==> config.mk <==
export PLATFORM = sky130hd
export DESIGN_NAME = axi_wr_slave
export DESIGN_NICKNAME = d
export VERILOG_FILES = /design/src/verilog/axi_wr_pkg.sv /design/src/verilog/axi_wr_slave.sv /design/src/verilog/burst_addr_gen.sv /design/src/verilog/sync_fifo.sv /design/src/verilog/wr_burst_ctrl.sv
export SDC_FILE = /design/constraint.sdc
export NUM_CORES = 1
export LEC_CHECK = 0
export BUFFER_PORTS_ARGS = -buffer_cell sky130_fd_sc_hd__buf_4
export CORE_UTILIZATION = 45
export CTS_BUF_LIST = sky130_fd_sc_hd__clkbuf_4
export DETAILED_ROUTE_END_ITERATION = 12
export PLACE_DENSITY_LB_ADDON = 0.12
export REMOVE_ABC_BUFFERS = 1
export SLEW_MARGIN = 20
export SYNTH_ARGS = -nofsm -noshare
export SYNTH_HDL_FRONTEND = slang
export SYNTH_SLANG_ARGS = --single-unit
==> constraint.sdc <==
create_clock -name clk -period 5.6 [get_ports clk]
set_clock_uncertainty 0.1 [all_clocks]
set_input_delay 1.12 -clock clk [delete_from_list [all_inputs] [get_ports clk]]
set_output_delay 1.12 -clock clk [all_outputs]
set_load 0.01 [all_outputs]
==> src/verilog/axi_wr_pkg.sv <==
// Shared widths, buffer depths, AXI codes and buffer entry types of the AXI write slave
package axi_wr_pkg;

    // ------------------------------
    // Bus widths
    // ------------------------------
    localparam int DATA_W  = 32;
    // One strobe bit per byte lane
    localparam int STRB_W  = DATA_W / 8;
    localparam int ADDR_W  = 16;
    localparam int ID_W    = 4;
    localparam int LEN_W   = 8;
    localparam int SIZE_W  = 3;
    localparam int BURST_W = 2;
    localparam int RESP_W  = 2;

    // Largest legal AWSIZE, log2 of the byte lanes
    localparam logic [SIZE_W-1:0] MAX_SIZE = SIZE_W'($clog2(STRB_W));

    // ------------------------------
    // Buffer depths
    // ------------------------------
    // Outstanding addresses
    localparam int AW_DEPTH = 4;
    // Write data beats
    localparam int W_DEPTH  = 16;
    // Pending responses
    localparam int B_DEPTH  = 4;

    // Address bit that changes when a burst leaves its 4 KB page
    localparam int PAGE_BIT = 12;

    // ------------------------------
    // AXI codes
    // ------------------------------
    // WRAP and reserved codes are treated like INCR
    localparam logic [BURST_W-1:0] BURST_FIXED = 2'd0;
    localparam logic [BURST_W-1:0] BURST_INCR  = 2'd1;

    // EXOKAY and DECERR are never returned
    localparam logic [RESP_W-1:0] RESP_OKAY   = 2'd0;
    localparam logic [RESP_W-1:0] RESP_SLVERR = 2'd2;

    // ------------------------------
    // Buffer entries
    // ------------------------------
    // One accepted write address
    typedef struct packed {
        logic [ID_W-1:0]    id;
        logic [ADDR_W-1:0]  addr;
        logic [LEN_W-1:0]   len;
        logic [SIZE_W-1:0]  size;
        logic [BURST_W-1:0] burst;
    } aw_entry_t;

    // One accepted write data beat
    typedef struct packed {
        logic [DATA_W-1:0] data;
        logic [STRB_W-1:0] strb;
        logic              last;
    } w_entry_t;

    // One pending write response
    typedef struct packed {
        logic [ID_W-1:0]   id;
        logic [RESP_W-1:0] resp;
    } b_entry_t;

    // Burst controller phases
    // FIRST takes the address entry with the first beat, BURST the remaining beats
    typedef enum logic [1:0] {
        FIRST,
        BURST,
        RESP_WAIT,
        IDLE
    } burst_phase_t;

endpackage

==> src/verilog/axi_wr_slave.sv <==
// AXI4 write slave top with address, data and response buffers in front of the burst controller
module axi_wr_slave (
    input  logic                            clk,
    input  logic                            rst_n,
    // AW channel
    input  logic [axi_wr_pkg::ID_W-1:0]     awid,
    input  logic [axi_wr_pkg::ADDR_W-1:0]   awaddr,
    input  logic [axi_wr_pkg::LEN_W-1:0]    awlen,
    input  logic [axi_wr_pkg::SIZE_W-1:0]   awsize,
    input  logic [axi_wr_pkg::BURST_W-1:0]  awburst,
    input  logic                            awvalid,
    output logic                            awready,
    // W channel
    input  logic [axi_wr_pkg::DATA_W-1:0]   wdata,
    input  logic [axi_wr_pkg::STRB_W-1:0]   wstrb,
    input  logic                            wlast,
    input  logic                            wvalid,
    output logic                            wready,
    // B channel
    output logic [axi_wr_pkg::ID_W-1:0]     bid,
    output logic [axi_wr_pkg::RESP_W-1:0]   bresp,
    output logic                            bvalid,
    input  logic                            bready,
    // User memory port
    input  logic                            grant,
    output logic                            we,
    output logic                            last,
    output logic [axi_wr_pkg::ADDR_W-1:0]   addr,
    output logic [axi_wr_pkg::DATA_W-1:0]   data,
    output logic [axi_wr_pkg::STRB_W-1:0]   strb,
    output logic [axi_wr_pkg::ID_W-1:0]     id,
    output logic [axi_wr_pkg::LEN_W-1:0]    len,
    output logic [axi_wr_pkg::SIZE_W-1:0]   size,
    output logic [axi_wr_pkg::BURST_W-1:0]  burst
);

    axi_wr_pkg::aw_entry_t aw_din, aw_head;
    axi_wr_pkg::w_entry_t  w_din, w_head;
    axi_wr_pkg::b_entry_t  b_din, b_head;
    logic aw_full, aw_empty, aw_pop;
    logic w_full, w_empty, w_pop;
    logic b_full, b_empty, b_push;

    // ------------------------------
    // AXI handshakes
    // ------------------------------
    assign awready = !aw_full;
    assign wready  = !w_full;
    assign bvalid  = !b_empty;

    assign aw_din = '{id: awid, addr: awaddr, len: awlen, size: awsize, burst: awburst};
    assign w_din  = '{data: wdata, strb: wstrb, last: wlast};
    assign bid    = b_head.id;
    assign bresp  = b_head.resp;

    // ------------------------------
    // Channel buffers
    // ------------------------------
    sync_fifo #(.DEPTH(axi_wr_pkg::AW_DEPTH), .payload_t(axi_wr_pkg::aw_entry_t)) aw_buffer (
        .clk (clk), .rst_n (rst_n),
        .push (awvalid && awready), .pop (aw_pop),
        .din (aw_din), .dout (aw_head), .full (aw_full), .empty (aw_empty)
    );

    sync_fifo #(.DEPTH(axi_wr_pkg::W_DEPTH), .payload_t(axi_wr_pkg::w_entry_t)) w_buffer (
        .clk (clk), .rst_n (rst_n),
        .push (wvalid && wready), .pop (w_pop),
        .din (w_din), .dout (w_head), .full (w_full), .empty (w_empty)
    );

    // Response popped by the master handshake
    sync_fifo #(.DEPTH(axi_wr_pkg::B_DEPTH), .payload_t(axi_wr_pkg::b_entry_t)) b_buffer (
        .clk (clk), .rst_n (rst_n),
        .push (b_push), .pop (bvalid && bready),
        .din (b_din), .dout (b_head), .full (b_full), .empty (b_empty)
    );

    wr_burst_ctrl wr_burst_ctrl_inst (
        .clk      (clk),
        .rst_n    (rst_n),
        .aw_head  (aw_head),
        .aw_empty (aw_empty),
        .aw_pop   (aw_pop),
        .w_head   (w_head),
        .w_empty  (w_empty),
        .w_pop    (w_pop),
        .b_full   (b_full),
        .b_push   (b_push),
        .b_din    (b_din),
        .grant    (grant),
        .we       (we),
        .last     (last),
        .addr     (addr),
        .data     (data),
        .strb     (strb),
        .id       (id),
        .len      (len),
        .size     (size),
        .burst    (burst)
    );

endmodule

==> src/verilog/burst_addr_gen.sv <==
// Beat address generator for FIXED and INCR bursts with size alignment and a 4 KB page bound
module burst_addr_gen (
    input  logic                               clk,
    input  logic                               rst_n,
    input  logic [axi_wr_pkg::ADDR_W-1:0]      start_addr,
    input  logic [axi_wr_pkg::SIZE_W-1:0]      size,
    input  logic [axi_wr_pkg::BURST_W-1:0]     burst,
    input  logic                               first,
    input  logic                               step,
    output logic [axi_wr_pkg::ADDR_W-1:0]      beat_addr
);

    // ------------------------------
    // Address arithmetic
    // ------------------------------
    logic [axi_wr_pkg::ADDR_W-1:0] aligned_addr;
    logic [axi_wr_pkg::ADDR_W-1:0] addr_inc;
    logic [axi_wr_pkg::ADDR_W-1:0] base_addr;
    logic [axi_wr_pkg::ADDR_W-1:0] cand_addr;
    logic [axi_wr_pkg::ADDR_W-1:0] next_addr;
    logic [axi_wr_pkg::ADDR_W-1:0] addr_q;
    logic                          page_cross;

    // Clear the low size bits of the start address
    assign aligned_addr = start_addr & ({axi_wr_pkg::ADDR_W{1'b1}} << size);

    // Bytes per beat, none for FIXED
    always_comb begin
        if (burst == axi_wr_pkg::BURST_FIXED)
            addr_inc = '0;
        else
            addr_inc = {{(axi_wr_pkg::ADDR_W-1){1'b0}}, 1'b1} << size;
    end

    // Second beat steps from the aligned start, later beats from the last beat
    assign base_addr = first ? aligned_addr : addr_q;
    assign cand_addr = base_addr + addr_inc;

    // Page bit flip means the burst would leave its 4 KB page
    // (also catches a wrap past the top of the address space)
    assign page_cross = cand_addr[axi_wr_pkg::PAGE_BIT] != start_addr[axi_wr_pkg::PAGE_BIT];

    // Hold the last in-page value once the bound is hit
    assign next_addr = page_cross ? base_addr : cand_addr;

    // ------------------------------
    // Beat address register
    // ------------------------------
    always_ff @(posedge clk or negedge rst_n) begin
        if (!rst_n) begin
            addr_q <= '0;
        end else if (step) begin
            addr_q <= next_addr;
        end
    end

    // First beat keeps the master's address, unaligned or not
    assign beat_addr = first ? start_addr : addr_q;

    // Size comes from the AW buffer head or the controller latch
    a_step_size_known: assert property (
        @(posedge clk) disable iff (!rst_n) step |-> !$isunknown(size)
    ) else $error("burst_addr_gen step with undefined size");

endmodule

==> src/verilog/sync_fifo.sv <==
// Single-clock circular buffer with registered full/empty flags and a typed payload
module sync_fifo #(
    parameter int  DEPTH     = 4,
    parameter type payload_t = logic
) (
    input  logic     clk,
    input  logic     rst_n,
    input  logic     push,
    input  logic     pop,
    input  payload_t din,
    output payload_t dout,
    output logic     full,
    output logic     empty
);

    // ------------------------------
    // Storage and pointers
    // ------------------------------
    payload_t                     mem [DEPTH];
    logic [$clog2(DEPTH)-1:0]     wr_ptr;
    logic [$clog2(DEPTH)-1:0]     rd_ptr;
    logic [$clog2(DEPTH+1)-1:0]   count;
    logic [$clog2(DEPTH+1)-1:0]   count_nxt;

    // Head entry is read straight from the array
    assign dout = mem[rd_ptr];

    // Storage write, data only
    always_ff @(posedge clk) begin
        if (push) begin
            mem[wr_ptr] <= din;
        end
    end

    // Pointers wrap at DEPTH-1 so non power of two depths work too
    always_ff @(posedge clk or negedge rst_n) begin
        if (!rst_n) begin
            wr_ptr <= '0;
            rd_ptr <= '0;
        end else begin
            if (push) begin
                if (wr_ptr == ($clog2(DEPTH))'(DEPTH - 1))
                    wr_ptr <= '0;
                else
                    wr_ptr <= wr_ptr + 1'b1;
            end
            if (pop) begin
                if (rd_ptr == ($clog2(DEPTH))'(DEPTH - 1))
                    rd_ptr <= '0;
                else
                    rd_ptr <= rd_ptr + 1'b1;
            end
        end
    end

    // ------------------------------
    // Occupancy and flags
    // ------------------------------
    always_comb begin
        count_nxt = count;
        if (push && !pop)
            count_nxt = count + 1'b1;
        else if (pop && !push)
            count_nxt = count - 1'b1;
    end

    // Flags come from the next count, so they change with the count itself
    always_ff @(posedge clk or negedge rst_n) begin
        if (!rst_n) begin
            count <= '0;
            full  <= 1'b0;
            empty <= 1'b1;
        end else begin
            count <= count_nxt;
            full  <= (count_nxt == ($clog2(DEPTH+1))'(DEPTH));
            empty <= (count_nxt == '0);
        end
    end

    // Writers and readers sit in other modules and must honour the flags
    a_no_push_full: assert property (@(posedge clk) disable iff (!rst_n) !(push && full))
        else $error("sync_fifo push while full");
    a_no_pop_empty: assert property (@(posedge clk) disable iff (!rst_n) !(pop && empty))
        else $error("sync_fifo pop while empty");

endmodule

==> src/verilog/wr_burst_ctrl.sv <==
// Burst controller that replays buffered AXI writes beat by beat and queues one response per burst
module wr_burst_ctrl (
    input  logic                            clk,
    input  logic                            rst_n,
    input  axi_wr_pkg::aw_entry_t           aw_head,
    input  logic                            aw_empty,
    output logic                            aw_pop,
    input  axi_wr_pkg::w_entry_t            w_head,
    input  logic                            w_empty,
    output logic                            w_pop,
    input  logic                            b_full,
    output logic                            b_push,
    output axi_wr_pkg::b_entry_t            b_din,
    input  logic                            grant,
    output logic                            we,
    output logic                            last,
    output logic [axi_wr_pkg::ADDR_W-1:0]   addr,
    output logic [axi_wr_pkg::DATA_W-1:0]   data,
    output logic [axi_wr_pkg::STRB_W-1:0]   strb,
    output logic [axi_wr_pkg::ID_W-1:0]     id,
    output logic [axi_wr_pkg::LEN_W-1:0]    len,
    output logic [axi_wr_pkg::SIZE_W-1:0]   size,
    output logic [axi_wr_pkg::BURST_W-1:0]  burst
);

    axi_wr_pkg::burst_phase_t        phase;
    axi_wr_pkg::burst_phase_t        phase_nxt;
    logic [axi_wr_pkg::ID_W-1:0]     id_q;
    logic [axi_wr_pkg::ADDR_W-1:0]   addr_q;
    logic [axi_wr_pkg::LEN_W-1:0]    len_q;
    logic [axi_wr_pkg::SIZE_W-1:0]   size_q;
    logic [axi_wr_pkg::BURST_W-1:0]  burst_q;
    logic [axi_wr_pkg::LEN_W-1:0]    beat_cnt;
    logic [axi_wr_pkg::ADDR_W-1:0]   start_addr;
    logic                            first;
    logic                            beat_ready;
    logic                            final_beat;
    logic                            burst_done;

    // ------------------------------
    // Current burst fields
    // ------------------------------
    // FIRST reads the AW head directly, other phases the latched copy
    assign first      = (phase == axi_wr_pkg::FIRST);
    assign id         = first ? aw_head.id    : id_q;
    assign len        = first ? aw_head.len   : len_q;
    assign size       = first ? aw_head.size  : size_q;
    assign burst      = first ? aw_head.burst : burst_q;
    assign start_addr = first ? aw_head.addr  : addr_q;

    // A beat needs address and data in FIRST, only data in BURST
    assign beat_ready = (first && !aw_empty && !w_empty) ||
                        (phase == axi_wr_pkg::BURST && !w_empty);

    // Grant is the only back-pressure from the user side
    assign we     = beat_ready && grant;
    assign aw_pop = we && first;
    assign w_pop  = we;

    assign final_beat = first ? (len == '0) : (beat_cnt == len);
    assign burst_done = we && final_beat;
    assign last       = burst_done;
    assign data       = w_head.data;
    assign strb       = w_head.strb;

    // Response on the last beat, or later once B has room
    assign b_push = !b_full && (burst_done || phase == axi_wr_pkg::RESP_WAIT);
    assign b_din  = '{id: id,
                      resp: (size > axi_wr_pkg::MAX_SIZE) ? axi_wr_pkg::RESP_SLVERR
                                                          : axi_wr_pkg::RESP_OKAY};

    // ------------------------------
    // Phase FSM
    // ------------------------------
    always_comb begin
        phase_nxt = phase;
        case (phase)
            axi_wr_pkg::IDLE:      phase_nxt = axi_wr_pkg::FIRST;
            axi_wr_pkg::FIRST,
            axi_wr_pkg::BURST: begin
                if (burst_done)
                    phase_nxt = b_full ? axi_wr_pkg::RESP_WAIT : axi_wr_pkg::FIRST;
                else if (we)
                    phase_nxt = axi_wr_pkg::BURST;
            end
            axi_wr_pkg::RESP_WAIT: if (!b_full) phase_nxt = axi_wr_pkg::FIRST;
            default:               phase_nxt = axi_wr_pkg::IDLE;
        endcase
    end

    // Beat counter holds the index of the next beat within the burst
    always_ff @(posedge clk or negedge rst_n) begin
        if (!rst_n) begin
            phase    <= axi_wr_pkg::IDLE;
            beat_cnt <= '0;
        end else begin
            phase <= phase_nxt;
            if (we)
                beat_cnt <= first ? {{(axi_wr_pkg::LEN_W-1){1'b0}}, 1'b1} : beat_cnt + 1'b1;
        end
    end

    // Address entry latched as it leaves the AW buffer
    always_ff @(posedge clk) begin
        if (aw_pop) begin
            id_q    <= aw_head.id;
            addr_q  <= aw_head.addr;
            len_q   <= aw_head.len;
            size_q  <= aw_head.size;
            burst_q <= aw_head.burst;
        end
    end

    burst_addr_gen burst_addr_gen_inst (
        .clk        (clk),
        .rst_n      (rst_n),
        .start_addr (start_addr),
        .size       (size),
        .burst      (burst),
        .first      (first),
        .step       (we),
        .beat_addr  (addr)
    );

    a_phase_known: assert property (@(posedge clk) disable iff (!rst_n) !$isunknown(phase))
        else $error("wr_burst_ctrl phase undefined");
    // Master's WLAST must agree with AWLEN
    a_wlast_match: assert property (@(posedge clk) disable iff (!rst_n) we |-> w_head.last == last)
        else $error("wr_burst_ctrl WLAST disagrees with burst length");

endmodule
* After elaboration in Yosys (flattened, before gate mapping)
Memory sizes are Yosys's and may differ from the RTL's.
Cells that the tools add are included.
** Storage, ports and cells
- Memory bits (writable) :: 748
- Output and inout bits :: 80
- Flip-flop bits (word level) :: 92
- Memories kept :: 3
- Input bits :: 76
- Logic and storage cells :: 133
** Operators by class
- Multiplexer cells :: 35
- Reduce and logical (&&, ||, !) cells :: 38
- Bitwise gates (word level) :: 1
- Order comparisons :: 1
- Eq/ne operators :: 16
- Shifts and indexed selects :: 2
- Add/subtract/negate cells :: 14
** Memory list
- w_buffer.mem :: words 16, bits a word 37, read ports 1, clocked after memory_dff 0, write ports 1, RTL line sync_fifo.sv:19 : payload_t mem [DEPTH];
- aw_buffer.mem :: words 4, bits a word 33, read ports 1, clocked after memory_dff 0, write ports 1, RTL line sync_fifo.sv:19
- b_buffer.mem :: words 4, bits a word 6, read ports 1, clocked after memory_dff 0, write ports 1, RTL line sync_fifo.sv:19
** Operators with widths (count)
- $mux W16 :: 5
- $mux W2 :: 10
- $add A16 B16 Y16 :: 1
- $and A16 B16 Y16 :: 1
- $logic_and A1 B1 Y1 :: 16
- $mux W8 :: 2
- $shl A1 B3 Y16 const A :: 1
- $shl A16 B3 Y16 const A :: 1
- $mux W3 :: 5
- $eq A2 B2 Y1 const B :: 6
- $logic_not A1 Y1 :: 12
- $mux W4 :: 3
- $mux W5 :: 2
- $add A2 B1 Y2 const B :: 4
- $add A4 B1 Y4 const B :: 2
- $add A8 B1 Y8 const B :: 1
- $eq A4 B4 Y1 const B :: 2
- $eq A8 B8 Y1 :: 1
- $logic_not A8 Y1 :: 1
- $mux W1 :: 7
- $add A3 B1 Y3 const B :: 2
- $eq A3 B3 Y1 const B :: 2
- $logic_not A3 Y1 :: 2
- $pmux W2 S3 :: 1
- other kinds (14) :: 17

* Longest topological paths before layout
- Depth after elaboration :: 13
- Mapped depth :: 20
- Depth with buffers taken out :: 17

* By module
From an unflattened synthesis, not the netlist that was laid out.
** Second synthesis, totals
- Cells, all modules :: 1737
- Area, all modules :: 33978.8 um^2
** By module, submodules not included
- sync_fifo at w_buffer :: area an instance 23073.4 um^2, sequential area each 18153.7 um^2, cells each 1008, times used 1
- sync_fifo at aw_buffer :: area an instance 5327.6 um^2, sequential area each 4190.3 um^2, cells each 223, times used 1
- wr_burst_ctrl :: area an instance 2471.1 um^2, sequential area each 1243.7 um^2, cells each 208, times used 1
- burst_addr_gen :: area an instance 1647.8 um^2, sequential area each 400.4 um^2, cells each 209, times used 1
- sync_fifo at b_buffer :: area an instance 1428.9 um^2, sequential area each 947.2 um^2, cells each 83, times used 1
- axi_wr_slave :: area an instance 30.0 um^2, sequential area each 0.0 um^2, cells each 6, times used 1

* Worst setup path after synthesis
OpenSTA, ideal clock, no wires.
- Kind :: input port to flip-flop
- Start point :: in wvalid
- End point :: mem w_buffer.mem[3][10] in the netlist's numbering, enable pin
- Cell stages on the path :: 4
- Data arrival time :: 4230 ps
- Slack :: 796 ps
- Required time :: 5026 ps
- Library setup time :: 474 ps
- Buffers on the path :: 1
- Cell sequence :: nor2b_1 > clkbuf_1 > nand2_1 > nor3_1
** Between the ends
- Word-level cells in the longest chain between the ends :: 3
** Ends and longest elaborated chain
- start: declaration :: RTL line axi_wr_slave.sv:17 : input logic wvalid,
- $logic_and A1 B1 Y1 :: RTL line axi_wr_slave.sv:67 : .push (wvalid && wready), .pop (w_pop),
- $mux W1 :: RTL line sync_fifo.sv:30 : if (push) begin
- $mux W1 (implied by the code) :: RTL line sync_fifo.sv:31 : mem[wr_ptr] <= din;
- end: declaration :: RTL line sync_fifo.sv:19
No other way between the ends.

==> run metrics <==
slowest stage cell, crit path=mux4_2; via count=17819; Final Cycle Share=0.940; Arrival @ worst endpoint=4.04 ns; synth warn=0; Pwr Total=18200 uW; clock slew at reported path FFs=0.07 ns; Startpoint Class=register; CP required=4.38 ns; Worst setup EP type=output port; largest net degree at the start of global routing=60; clk root buf=clkbuf_4; CP Cell Sequence=buf_6, buf_8, mux4_2, or4_1, or3_1, o31ai_2, buf_4; Hold EP=aw_buffer.mem[3][7]; number of flops mapped to enable cells by yosys=746; H-tree depth=4; CTS tree=yes; Worst path max stage delay=0.62 ns; DIE AREA=73300 sq um; main flop type after synthesis=edfxtp_1; synth unique cells=67; top cell type by total area after synthesis=edfxtp_1; First-pass DRT Iterations=5; FFs w/ async S/R, synth=0.0733; final cell count without fillers=3299; Core ar.=71500 sq um; Num CTS Buffers=208; Avg WL per Cell=21.8 microns; critical path class=reg -> out; synthesis-to-finish area growth=15.8%; Hold Path Depth=1; Yosys reg bits=805; vias in the first global route=18678; RSZ-0062 raised after global routing=no; Yosys top cell area share=0.689; Avg Inst Size Synth=17.3 sq um; P per Cell Area=484 nW/um^2; leak pwr=0.0132 uW; setup violators final=0; initial antenna violation count=3; Final Wtd Congestion=0.800; commonest non-fill, non-tap cells in the layout=edfxtp_1 (746), clkbuf_4 (306), buf_4 (193); Cells after Synth=1879; Post-Route WL=72100 microns; cell row count=98; clock tree buffer depth=3; layout cell share with drive strength beyond 1=0.299; share of the yosys chip area belonging to registers=0.735; CTS sink count=805; crit path time final=5.26 ns; DP HPWL=42200 microns; Reg-to-Reg Start=aw_buffer.rd_ptr[0]; first-pass GRT wire length=110000 microns; Routed Antenna Nets=0; final max-slew violation count=0; synthesized area=32500 sq um; status=complete, no violations; IO Pins=156; total track usage=0.200; Die Y=271 microns; Final Hold Vio Count=0; vias per cell=5.40; fmax=190 MHz; fin nets=2305; VDD IR max=0.000263 V; Clock Latency Late Sink=1.00 ns; R2R cell count=16; Worst Path Max Fanout=24; synth top area cells=edfxtp_1 (69%), mux4_2 (7.5%), dfrtp_1 (4.2%), mux2i_1 (4.1%), nand2_1 (2.0%); maxcap violations=0; Starting Density=0.455; Worst Hold Class=in -> reg; hold wc startpoint=awlen[2]; port buffer count=153; Remaining DRCs=0; Reg-to-Reg End=wr_burst_ctrl_inst.burst_addr_gen_inst.addr_q[4]; grt ovf=0; Slew headroom=0.384; measured slew at the worst slew-check pin=0.922 ns; setup slack, reg-to-reg=0.73 ns; dpl cells=2937; Iter 0 DRT Violations=1001; most common cell after layout, fill and taps aside=edfxtp_1; Die X=271 microns
-- power breakdown --
group,switching [uW],internal [uW]
sequential,538,7390
clock,2290,2530
combinational,3070,2420
-- through the flow --
| stage | cell area, sq um | util | TNS [ns] | setup slack (ns) | hold slack (ns) |
|---|---|---|---|---|---|
| after floorplan | 32100 | - | -150.28 | -3.93 | 0.341 |
| after global placement | 35100 | 0.491 | 0 | 0.788 | 0.354 |
| after detailed placement | 35100 | 0.491 | 0 | 0.702 | 0.360 |
| after CTS | 37700 | 0.527 | 0 | 0.0389 | 0.0618 |
| after global routing | 37700 | 0.527 | 0 | 0.000887 | 0.0857 |
| final | 37700 | 0.527 | 0 | 0.338 | 0.217 |
-- flip-flops by register name, summed over array words and instances, names as in the netlist, 2 cells and up --
| signal | count |
|---|---|
| aw_buffer.count | 3 |
| aw_buffer.mem | 132 |
| aw_buffer.rd_ptr | 2 |
| aw_buffer.wr_ptr | 2 |
| b_buffer.count | 3 |
| b_buffer.mem | 20 |
| b_buffer.rd_ptr | 2 |
| b_buffer.wr_ptr | 2 |
| w_buffer.count | 5 |
| w_buffer.mem | 576 |
| w_buffer.rd_ptr | 4 |
| w_buffer.wr_ptr | 4 |
| wr_burst_ctrl_inst.beat_cnt | 8 |
| wr_burst_ctrl_inst.burst_addr_gen_inst.addr_q | 16 |
| wr_burst_ctrl_inst.burst_q | 2 |
| wr_burst_ctrl_inst.id_q | 4 |
| wr_burst_ctrl_inst.len_q | 8 |
| wr_burst_ctrl_inst.phase | 2 |
| wr_burst_ctrl_inst.size_q | 3 |
-- what timing repair did --
item,in CTS,in global routing
endpoints found under the setup margin,1,1
buffers inserted,0,0
hold buffers,1,0
gates resized for setup,3,1
endpoints found under the hold margin,5,0
-- per-layer routing --
metal  global-route usage  wire length (microns)  vias to the layer above
li1                     -                      -                     8203
met1                0.251                  30200                     9079
met2                0.337                  36700                      455
met3               0.0527                   4210                       78
met4               0.0626                    928                        4
met5                    0                     23                        -
-- logic make-up after synthesis --
| kind of cell | share of synthesized area |
|---|---|
| and+or+nand+nor | 0.0444 |
| muxes | 0.127 |
| xor gates and xnor gates | 0.0107 |
| AOI/OAI and AO/OA | 0.0543 |
| buffers and inverters | 0.0164 |
| other | 0.000115 |
| DFF | 0.735 |
| adders and majority gates | 0.0125 |
-- Yosys cell counts (3+ instances only) --
master and instances:
mux4_2 109, xor2_1 11, a22oi_1 37, nor3_1 9, dfstp_2 5, inv_1 33, buf_2 5, a211o_1 4
o31ai_1 5, buf_4 6, nand2b_1 5, nand4_1 10, nor4_1 3, mux2_2 31, a21o_1 7, o21a_1 5
clkbuf_1 65, buf_1 17, or4_1 4, or3_1 5, a21oi_1 54, nor2_1 55, edfxtp_1 746, and3_1 5
a31oi_1 14, o21ai_0 91, ha_1 30, nand2_1 177, nand3_1 15, nor2b_1 9, xnor2_1 27, and2_1 14
a221oi_1 36, dfrtp_1 54, mux2i_1 133, and4_1 3
-- worst max-delay path: cells and delay by family, from the launching register on --
| family | cells | cell delay [ns] |
|---|---|---|
| multiplexers | 1 | 0.62 |
| AND/OR/NAND/NOR | 2 | 0.83 |
| buffers and inverters | 3 | 0.72 |
| AO/OA/AOI/OAI | 1 | 0.33 |
| flip-flops | 1 | 0.52 |
-- area by class of cell --
class	instances	area, sq um
Fill cell	5899	33800
Inverter	35	131
Sequential cell	805	23900
Clock inverter	54	275
Tap cell	950	1190
Clock buffer	306	2300
Timing Repair Buffer	204	1650
Multi-Input combinational cell	944	8230
Antenna cell	1	2.50
-- worst max-delay path by stage --
stage | from | endpoint | cells past startpoint
final | aw_buffer.rd_ptr[0] | last | 7
after global routing | aw_buffer.rd_ptr[0] | last | 7
after CTS | aw_buffer.rd_ptr[0] | last | 7
after detailed placement | aw_buffer.rd_ptr[0] | wr_burst_ctrl_inst.burst_addr_gen_inst.addr_q[5] | 18
after global placement | aw_buffer.rd_ptr[0] | wr_burst_ctrl_inst.burst_addr_gen_inst.addr_q[4] | 16
after floorplan | w_buffer.rd_ptr[0] | data[0] | 5
Power figures use the tool's default switching activity.
